<file path="config.mk">
export PLATFORM = sky130hd
export DESIGN_NAME = pulse_sequencer
export DESIGN_NICKNAME = d
export VERILOG_FILES = /design/src/verilog/arb_pkg.sv /design/src/verilog/pulse_sequencer.sv
export SDC_FILE = /design/constraint.sdc
export NUM_CORES = 1
export LEC_CHECK = 0
export BUFFER_PORTS_ARGS = -buffer_cell sky130_fd_sc_hd__clkbuf_2
export CORE_AREA = 2 2 39 41
export DETAILED_ROUTE_END_ITERATION = 10
export DIE_AREA = 0 0 41 43
export HOLD_SLACK_MARGIN = 0.06
export MAX_ROUTING_LAYER = met4
export PLACE_DENSITY = 0.65
export SETUP_SLACK_MARGIN = 0.2
export SLEW_MARGIN = 20
export SYNTH_ARGS = -nofsm -noshare
export SYNTH_HDL_FRONTEND = slang
export SYNTH_SLANG_ARGS = --single-unit
</file>
<file path="constraint.sdc">
create_clock -name clk_i -period 1.2 [get_ports clk_i]
set_input_delay 0.24 -clock clk_i [delete_from_list [all_inputs] [get_ports clk_i]]
set_output_delay 0.24 -clock clk_i [all_outputs]
set_load 0.01 [all_outputs]
</file>
<file path="src/verilog/arb_pkg.sv">
// ~~~~~~~~~~~~~~~~~~~~~~~~~~~~~~~~~~~~~~~~~~~~~~~~~~
// Crosspoint write-pulse controller package
// Array sizes, index widths and polarity codes
// Request matrix, granted cell and pulse command types
// ~~~~~~~~~~~~~~~~~~~~~~~~~~~~~~~~~~~~~~~~~~~~~~~~~~

package arb_pkg;

    localparam int ROWS  = 8;                       // Array rows
    localparam int COLS  = 8;                       // Array columns
    localparam int ROW_W = 3;                       // Row index width
    localparam int COL_W = 3;                       // Column index width
    localparam int POL_W = 2;                       // Cell request code width

    // Cell request code, one per crosspoint
    typedef logic [POL_W-1:0] pol_code_t;

    localparam pol_code_t CODE_NONE   = 2'b00;      // Idle cell
    localparam pol_code_t CODE_SET    = 2'b01;      // SET pulse, polarity 0
    localparam pol_code_t CODE_RESET  = 2'b10;      // RESET pulse, polarity 1
    localparam pol_code_t CODE_REPEAT = 2'b11;      // Reuse previous polarity

    // Full request matrix, 128 bits
    typedef pol_code_t [ROWS-1:0][COLS-1:0] req_matrix_t;

    // Cell handed from arbiter to selector and sequencer
    typedef struct packed {
        logic [ROW_W-1:0] row;                      // Granted row
        logic [COL_W-1:0] col;                      // Granted column
        pol_code_t        code;                     // Raw request code
    } cell_grant_t;

    // Payload of the command bus to the pulse driver
    typedef struct packed {
        logic [ROW_W-1:0] row;                      // Target row
        logic [COL_W-1:0] col;                      // Target column
        logic             polarity;                 // 0 SET, 1 RESET
        logic             repeated;                 // Code was 11
    } pulse_cmd_t;

endpackage
</file>
<file path="src/verilog/pulse_sequencer.sv">
// ~~~~~~~~~~~~~~~~~~~~~~~~~~~~~~~~~~~~~~~~~~~~~~~~~~
// Pulse sequencer
// Command register and four-phase req/ack to driver
// ~~~~~~~~~~~~~~~~~~~~~~~~~~~~~~~~~~~~~~~~~~~~~~~~~~
`timescale 1ns/1ps

module pulse_sequencer (
    input  logic                 clk_i,
    input  logic                 reset_i,
    input  logic                 cell_valid_i,      // New cell from the arbiter
    input  arb_pkg::cell_grant_t grant_i,
    input  logic                 polarity_i,
    input  logic                 repeated_i,
    input  logic                 cmd_ack_i,         // Driver acknowledge
    output arb_pkg::pulse_cmd_t  cmd_o,
    output logic                 cmd_req_o,
    output logic                 cell_done_o        // One cycle after ack low
);

    typedef enum logic [1:0] {
        SEQ_IDLE    = 2'b00,
        SEQ_REQ     = 2'b01,                        // req high, waiting for ack
        SEQ_RELEASE = 2'b10                         // req low, waiting for ack low
    } seq_state_t;

    seq_state_t          state_q;
    arb_pkg::pulse_cmd_t cmd_q;
    logic                done_q;

    always_ff @(posedge clk_i or posedge reset_i) begin
        if (reset_i) begin
            state_q <= SEQ_IDLE;
            done_q  <= 1'b0;
        end else begin
            done_q <= 1'b0;
            case (state_q)
                SEQ_IDLE:    if (cell_valid_i) state_q <= SEQ_REQ;
                SEQ_REQ:     if (cmd_ack_i) state_q <= SEQ_RELEASE;
                SEQ_RELEASE: begin
                    if (!cmd_ack_i) begin
                        state_q <= SEQ_IDLE;
                        done_q  <= 1'b1;            // Handshake closed
                    end
                end
                default:     state_q <= SEQ_IDLE;
            endcase
        end
    end

    // Command frozen from cell_valid until the next cell
    always_ff @(posedge clk_i) begin
        if (state_q == SEQ_IDLE && cell_valid_i) begin
            cmd_q.row      <= grant_i.row;
            cmd_q.col      <= grant_i.col;
            cmd_q.polarity <= polarity_i;
            cmd_q.repeated <= repeated_i;
        end
    end

    assign cmd_o       = cmd_q;
    assign cmd_req_o   = (state_q == SEQ_REQ);
    assign cell_done_o = done_q;

    a_req_hold: assert property (@(posedge clk_i) disable iff (reset_i)
        $fell(cmd_req_o) |-> $past(cmd_ack_i))
        else $error("cmd_req_o dropped before cmd_ack_i");

    // Arbiter must not offer a cell while a handshake is open
    a_valid_idle: assert property (@(posedge clk_i) disable iff (reset_i)
        cell_valid_i |-> (state_q == SEQ_IDLE))
        else $error("cell_valid_i during an open handshake");

endmodule

</file>
==> results of run 1 <==
## power groups by stage
stage	sequential, W	combinational, W	clock [W]
4_1_cts	0.000546	0.000315	0.000253
5_1_grt	0.000558	0.000400	0.000275
3_3_place_gp	0.000558	0.000247	0
6_report	0.000548	0.000363	0.000242
2_1_floorplan	0.000587	0.000120	0
3_5_place_dp	0.000563	0.000247	0
## layer usage
metal  GRT usage (%)  wire (µm)  up-vias
met5               -          0        -
met2            17.2        389       22
met1            9.59        270      117
met4            4.00          0        0
met3            4.71         96        0
li1                -          -      125
## flip-flops by register name (all words and copies together), names as in the netlist
name	cells
state_q	2
cell_done_o	1
cmd_o	8
## cell usage after synthesis
library cell	instances
nor2b_1	2
o21a_1	1
inv_1	1
edfxtp_1	8
nor2b_2	1
nor2_1	1
a21oi_1	1
dfrtp_1	3
nand2b_1	2
## what timing repair did
| item | in CTS | in global routing |
|---|---|---|
| hold buffers | 1 | 0 |
| pin swaps | 0 | 1 |
| endpoints found under the setup margin | 15 | 20 |
| setup buffers | 2 | 0 |
| gates resized for setup | 1 | 15 |
| endpoints found under the hold margin | 3 | 0 |
## cell families after synthesis
kind of cell,after synthesis
AO/OA/AOI/OAI,2
buffers and inverters,1
flip-flops,11
AND/OR/NAND/NOR,6
## how the worst max path moves through the flow
| stage | cells past startpoint | startpoint | slack, ns | to |
|---|---|---|---|---|
| final | 2 | state_q[0] | 0.05 | cmd_req_o |
| after detailed placement | 2 | state_q[0] | 0.1 | cmd_o[7] |
| after global routing | 2 | state_q[0] | -0.02 | cmd_req_o |
| after floorplan | 2 | state_q[0] | 0.17 | cmd_o[0] |
| after global placement | 2 | state_q[0] | 0.13 | cmd_o[0] |
| after CTS | 2 | state_q[1] | 0.03 | cmd_req_o |
## through the flow
step           setup WS (ns)  power, W  TNS (ns)  hold slack, ns
2_1_floorplan          0.169  0.000707         0        -0.00636
3_3_place_gp           0.133  0.000805         0          0.0912
3_5_place_dp          0.0991  0.000810         0          0.0931
4_1_cts               0.0297   0.00111         0           0.148
5_1_grt              -0.0150   0.00123   -0.0150           0.145
6_report              0.0502   0.00115         0           0.158
## worst register-to-register path: stages (launching register included)
cell and delay (ns):
dfrtp_1 0.41, buf_4 0.16, nor2_4 0.22
## final cells by class
type	count	area (µm²)	area share, %
Sequential cell	11	315	53.2
Timing Repair Buffer	24	155	26.2
Multi-Input combinational cell	8	72.6	12.2
Clock buffer	4	26.3	4.43
Tap cell	16	20.0	3.38
Inverter	1	3.75	0.633
==> out/metrics.cfg, run 1 <==
[clock_tree]
cts_made_buffers = 3
htree_levels = 1
clockBufferDepth = 2
cts_tree = built
clockRootBuffer = clkbuf_4
worstSkewPairLatency_ns = 0.26
clock-sinks = 11
path_clk_slew_ns = 0.07

[final_layout]
layout_commonest_cell = clkbuf_2
area_growth_syn_to_layout_pct = 60.7
drive_gt1_share_pct = 62.5
diodes = 0
post-route-util_pct = 42.9
final_cells = 64
final_net_count = 63
layout_common_cells = clkbuf_2 (11), edfxtp_1 (8), buf_2 (6), buf_6 (4)
postLayoutCellArea_um2 = 593
fillers = 139

[power]
comb_power_share_pct = 31.5
p_int_w = 0.000841
total_leakage_power_nw = 0.273
power.switching_w = 0.000311
p_clk_share_pct = 21.0
ir_drop_mv = 0.941
p_per_area_nw_per_um2 = 1940
swShare_pct = 27.0
pwr-share-seq_pct = 47.6

[setup_path]
startpoint_type = flop
rr_endpoint = cmd_o[5]
worst-path-buf-inv = 1
reg2reg_slack_ns = 0.11
reg2reg_depth = 2
cp_max_fo = 3
r2r-start = state_q[1]
crit_chain = nor2b_4 -> buf_6
cp_slowest_cell = dfrtp_1
max_stage_delay_ns = 0.40
worstPathRequired_ns = 0.96
crit_family = flip-flops
worst-setup-path-type = flop to output pin
crit_path_end_kind = output pin
worstPathArrival_ns = 0.91

[sta]
period_needed_ns = 1.15
post-route-period-util_pct = 95.8
hold_viol_final = 0
rsz0062_at_grt = yes
setup-violations-final = 0
worst_slew_pin_slew_ns = 0.230
relSlewSlack_pct = 84.6
clock.fmax_mhz = 870
clock-skew-final_ns = 0.000413
timing.final.max_slew_violations = 0

[grt]
track_usage_pct = 10.3
grt_max_degree = 9
antenna_found_initial = 0
grt_pass1_vias = 284
grt_pass1_wl_um = 1140
grt-ovfl-total = 0

[die]
start_util_pct = 26.7
num_rows = 14
dieArea_um2 = 1760
dieHeight_um = 43
core_area_um2 = 1380
pin_count = 24
die_x_um = 41

[yosys]
synth_area_leaders = edfxtp_1 (65%), dfrtp_1 (20%), nand2b_1 (3.4%)
synth_xor_area_share_pct = 0
yosys.area.top_type = edfxtp_1
yosysTopAreaCellShare_pct = 65.1
synthSimpleGateAreaFrac_pct = 10.2
syn_area_um2 = 369
synth_top_family_by_area = simple AND/OR/NAND/NOR gates
ys_seq_elements = 11
synthCells = 20
ys_warn_count = 0
synthMuxAreaShare_pct = 0
synth_compound_area_share_pct = 3.39
synth_nets = 34
synthDistinctLibCells = 9
syn_avg_cell_area_um2 = 18.5
synthAdderAreaFrac_pct = 0
synth-seq-area-share_pct = 85.4

[placed_design]
place.gp.congestion = 0.568
dp_hpwl_um = 573
port_buffers = 21
dp_cells = 57
place_area_um2 = 509

[hold_path]
hp-class = input port to flop
min_to = cell_done_o
hold_depth = 2
hp-start = cmd_ack_i

[route]
first_pass_iters = 2
drt-vias-per-instance = 4.13
routed_wl_um = 757
drc = 0
wl_per_cell_um = 11.8
num_vias = 264
final_antenna_net_count = 0
drtIter0Drc = 8

[run_status]
status = finished clean

[run]
drv_cap = 0

(Power assumes the default switching activity.)
==> run 2, diff against run 1 <==
- PLACE_DENSITY: 0.65 -> 0.66
==> out/metrics.cfg, run 2 (same netlist as run 1, synthesis figures left out) <==
[setup_path]
startpoint_type = flop  ; unchanged
worstPathArrival_ns = 0.91  ; about the same
worstPathRequired_ns = 0.96  ; about the same
cp_max_fo = 3  ; unchanged
reg2reg_depth = 2  ; unchanged
crit_path_end_kind = output pin  ; unchanged
worst-setup-path-type = flop to output pin  ; unchanged

[sta]
rsz0062_at_grt = yes  ; unchanged
clock.fmax_mhz = 869  ; was 870 MHz
setup-violations-final = 0  ; unchanged
timing.final.max_slew_violations = 0  ; unchanged
relSlewSlack_pct = 84.9  ; was 84.6%
worst_slew_pin_slew_ns = 0.225  ; was 0.230 ns
period_needed_ns = 1.15  ; about the same
fin_tns_setup_ns = 0  ; unchanged
clock-skew-final_ns = 0.00371  ; was 0.000413 ns
post-route-period-util_pct = 95.9  ; was 95.8%
hold_viol_final = 0  ; unchanged

[placed_design]
dp_hpwl_um = 564  ; was 573 µm
place.gp.congestion = 0.547  ; was 0.568
port_buffers = 21  ; unchanged

[route]
final_antenna_net_count = 0  ; unchanged
drt-vias-per-instance = 4.00  ; was 4.13
first_pass_iters = 4  ; was 2
drtIter0Drc = 5  ; was 8
routed_wl_um = 762  ; was 757 µm
wl_per_cell_um = 11.5  ; was 11.8 µm
drc = 0  ; unchanged
num_vias = 264  ; unchanged

[final_layout]
diodes = 0  ; unchanged
largest_reg_flops = 8  ; unchanged
final_net_count = 65  ; was 63
drive_gt1_share_pct = 66.0  ; was 62.5%
area_growth_syn_to_layout_pct = 63.1  ; was 60.7%
layout_common_cells = clkbuf_2 (20), edfxtp_1 (8), buf_4 (4)  ; was clkbuf_2 (11), edfxtp_1 (8), buf_2 (6), buf_6 (4)
layout_commonest_cell = clkbuf_2  ; unchanged

[power]
pwr-share-seq_pct = 45.7  ; was 47.6%
p_clk_share_pct = 20.7  ; was 21.0%
power.switching_w = 0.000325  ; was 0.000311 W
p_int_w = 0.000865  ; was 0.000841 W
total_power_w = 0.00119  ; was 0.00115 W
swShare_pct = 27.4  ; was 27.0%
p_per_area_nw_per_um2 = 1980  ; was 1940 nW/µm²
comb_power_share_pct = 33.6  ; was 31.5%
total_leakage_power_nw = 0.279  ; was 0.273 nW
ir_drop_mv = 0.891  ; was 0.941 mV

[clock_tree]
clockBufferDepth = 2  ; unchanged
path_clk_slew_ns = 0.07  ; about the same
htree_levels = 1  ; unchanged
clock-sinks = 11  ; unchanged
cts_made_buffers = 3  ; unchanged
worstSkewPairLatency_ns = 0.26  ; about the same
clockRootBuffer = clkbuf_4  ; unchanged
cts_tree = built  ; unchanged

[die]
start_util_pct = 26.7  ; unchanged
pin_count = 24  ; unchanged
dieArea_um2 = 1760  ; unchanged
num_rows = 14  ; unchanged
core_area_um2 = 1380  ; unchanged
die_x_um = 41  ; unchanged
dieHeight_um = 43  ; unchanged

[grt]
grt_pass1_vias = 257  ; was 284
grt-ovfl-total = 0  ; unchanged
grt_max_degree = 9  ; unchanged
track_usage_pct = 9.65  ; was 10.3%
antenna_found_initial = 0  ; unchanged
grt_pass1_wl_um = 1040  ; was 1140 µm

[run]
drv_cap = 0  ; unchanged

[hold_path]
hp-class = input port to flop  ; unchanged
hold_depth = 1  ; was 2

[run_status]
status = finished clean  ; unchanged

[run 2: cell count changes in the layout (fill, tap and decap cells not counted), sizes merged]
| cell | previous run | this run |
|---|---|---|
| buf | 12 | 5 |
| clkbuf | 15 | 24 |
[run 2: worst paths after layout]
check / start / endpoint / slack, ns
max: state_q[0] / cmd_req_o / 0.05
min: grant_i[6] / cmd_o[6] / 0.15
max reg2reg: state_q[0] / cmd_o[4] / 0.11
min reg2reg: state_q[1] / state_q[0] / 0.62
max in group asynchronous: reset_i / cell_done_o / 0.70
min in group asynchronous: reset_i / state_q[1] / 0.37
[run 2: area by class of cell]
| class | instances | area (µm²) |
|---|---|---|
| Clock buffer | 4 | 26.3 |
| Fill cell | 131 | 782 |
| Inverter | 1 | 3.75 |
| Multi-Input combinational cell | 8 | 85.1 |
| Sequential cell | 11 | 315 |
| Tap cell | 16 | 20.0 |
| Timing Repair Buffer | 26 | 151 |
[run 2: metal layers]
layer	wire length, µm	GRT usage (%)
met5	0	-
met4	0	6.00
met3	116	6.28
met2	364	13.8
met1	281	9.25
[run 2: repair_timing]
item	4_1_cts	5_1_grt
setup endpoints to repair	14	20
resized for setup	1	6
endpoints found under the hold margin	3	0
buffers inserted	2	2
hold buffers	1	0
[run 2: power groups by stage]
stage,Clock (W),Sequential (W),Combinational (W)
floorplan,0,0.000587,0.000120
global placement,0,0.000559,0.000245
detailed placement,0,0.000563,0.000245
CTS,0.000258,0.000543,0.000314
global route,0.000282,0.000551,0.000426
finish,0.000247,0.000544,0.000400
[run 2: worst max-delay path, stage by stage, from the launching register on]
cell and delay (ns):
dfrtp_1 0.40, nor2b_4 0.14, buf_6 0.11
[run 2: through the flow]
stage | hold slack, ns | instance area, µm² | worst slack (ns) | instances | utilization, %
after floorplan | -0.00636 | 384 | 0.169 | 20 | -
after global placement | 0.0907 | 509 | 0.127 | 57 | 36.8
after detailed placement | 0.0906 | 509 | 0.106 | 57 | 36.8
after CTS | 0.146 | 566 | 0.0262 | 64 | 40.9
after global routing | 0.142 | 602 | 0.00827 | 66 | 43.5
final | 0.154 | 602 | 0.0490 | 66 | 43.5
==> run 3, diff against run 2 <==
- CORE_AREA: 2 2 39 41 -> 5 5 42 44
- DIE_AREA: 0 0 41 43 -> 0 0 47 49
==> out/metrics.cfg, run 3 (same netlist as run 1, synthesis figures left out) <==
[final_layout]
largest_reg_flops = 8  ; unchanged
layout_commonest_cell = clkbuf_2  ; unchanged
final_net_count = 62  ; was 65
layout_common_cells = clkbuf_2 (11), edfxtp_1 (8), buf_2 (8), dfrtp_1 (3), clkbuf_4 (3)  ; was clkbuf_2 (20), edfxtp_1 (8), buf_4 (4)
area_growth_syn_to_layout_pct = 54.6  ; was 63.1%
drive_gt1_share_pct = 59.6  ; was 66.0%
diodes = 0  ; unchanged

[setup_path]
cp_max_fo = 4  ; was 3
worst-setup-path-type = flop to output pin  ; unchanged
reg2reg_slack_ns = 0.11  ; about the same
cp_slowest_cell = dfrtp_1  ; unchanged
crit_path_end_kind = output pin  ; unchanged
startpoint_type = flop  ; unchanged
max_stage_delay_ns = 0.38  ; was 0.40 ns
worstPathRequired_ns = 0.96  ; about the same
crit_chain = nor2b_4 -> buf_6  ; unchanged
worstPathArrival_ns = 0.92  ; was 0.91 ns

[placed_design]
place.gp.congestion = 0.668  ; was 0.547
dp_hpwl_um = 655  ; was 564 µm
dp_slack_ns = 0.117  ; was 0.106 ns
port_buffers = 21  ; unchanged

[grt]
track_usage_pct = 7.58  ; was 9.65%
grt_pass1_wl_um = 1120  ; was 1040 µm
antenna_found_initial = 0  ; unchanged
grt_max_degree = 9  ; unchanged
grt_pass1_vias = 266  ; was 257
grt-ovfl-total = 0  ; unchanged

[sta]
relSlewSlack_pct = 85.3  ; was 84.9%
post-route-period-util_pct = 96.5  ; was 95.9%
fin_ws_ns = 0.0422  ; was 0.0490 ns
setup-violations-final = 0  ; unchanged
worst_slew_pin_slew_ns = 0.221  ; was 0.225 ns
period_needed_ns = 1.16  ; was 1.15 ns
hold_viol_final = 0  ; unchanged
fin_tns_setup_ns = 0  ; unchanged
clock-skew-final_ns = 0.00102  ; was 0.00371 ns
clock.fmax_mhz = 864  ; was 869 MHz
rsz0062_at_grt = yes  ; unchanged
whs_ns = 0.158  ; was 0.154 ns
timing.final.max_slew_violations = 0  ; unchanged

[route]
drc = 0  ; unchanged
final_antenna_net_count = 0  ; unchanged
drt-vias-per-instance = 4.10  ; was 4.00
routed_wl_um = 785  ; was 762 µm
num_vias = 258  ; was 264
drtIter0Drc = 2  ; was 5
wl_per_cell_um = 12.5  ; was 11.5 µm
first_pass_iters = 2  ; was 4

[clock_tree]
htree_levels = 1  ; unchanged
path_clk_slew_ns = 0.06  ; was 0.07 ns
clockRootBuffer = clkbuf_4  ; unchanged
cts_tree = built  ; unchanged
worstSkewPairLatency_ns = 0.26  ; about the same
clock-sinks = 11  ; unchanged
cts_made_buffers = 3  ; unchanged
clockBufferDepth = 2  ; unchanged

[die]
pin_count = 24  ; unchanged
core_area_um2 = 1400  ; was 1380 µm²
die_x_um = 47  ; was 41 µm
num_rows = 14  ; unchanged
start_util_pct = 26.3  ; was 26.7%
dieHeight_um = 49  ; was 43 µm
dieArea_um2 = 2300  ; was 1760 µm²

[power]
total_leakage_power_nw = 0.262  ; was 0.279 nW
p_per_area_nw_per_um2 = 1930  ; was 1980 nW/µm²
ir_drop_mv = 0.968  ; was 0.891 mV

[hold_path]
hp-class = input port to flop  ; unchanged

[run]
drv_cap = 0  ; unchanged

[run_status]
status = finished clean  ; unchanged

## run 3: timing repair
| item | 4_1_cts | 5_1_grt |
|---|---|---|
| hold buffers | 1 | 0 |
| endpoints found under the hold margin | 3 | 0 |
| setup buffers | 1 | 0 |
| setup endpoints to repair | 17 | 20 |
| resized for setup | 1 | 12 |
| pin swaps | 0 | 1 |
## run 3: final cells by class
type | count | area [µm²]
clock buffer | 4 | 26.3
fill | 144 | 831
inverter | 1 | 3.75
multi-input combinational | 8 | 70.1
sequential | 11 | 315
tap | 16 | 20.0
timing repair buffer | 23 | 135
## run 3: worst max-delay path: cells and delay by family (launching register included)
family / cells / cell delay (ns)
buffers and inverters: 1 / 0.11
AND/OR/NAND/NOR: 1 / 0.17
flip-flops: 1 / 0.38
## run 3: metal layers
metal / track usage (%) / up-vias / routed length, µm
met5: - / - / 0
met4: 5.53 / 0 / 0
met3: 4.43 / 0 / 185
met2: 9.50 / 22 / 302
met1: 8.62 / 111 / 298
li1: - / 125 / -
## run 3: final timing paths
check,from,depth (start not counted),to
worst max-delay path,state_q[0],2,cmd_req_o
worst min-delay path,grant_i[2],1,cmd_o[2]
worst max register to register,state_q[1],2,cmd_o[2]
worst min register to register,state_q[0],2,state_q[0]
max in group asynchronous,reset_i,3,state_q[0]
min in group asynchronous,reset_i,3,cell_done_o
## run 3: power by group
group          total (W)  switching [W]  internal (W)  leakage, nW
registers       0.000547      0.0000385      0.000508        0.114
logic           0.000316       0.000146      0.000170        0.132
clock network   0.000238       0.000110      0.000128       0.0150
## run 3: through the flow
step	instances	total power (W)	cell area, µm²	utilization (%)
after CTS	63	0.00110	558	39.8
after floorplan	20	0.000707	384	-
after global placement	57	0.000806	509	36.3
after detailed placement	57	0.000812	509	36.3
final	63	0.00110	571	40.7
after global routing	63	0.00117	571	40.7
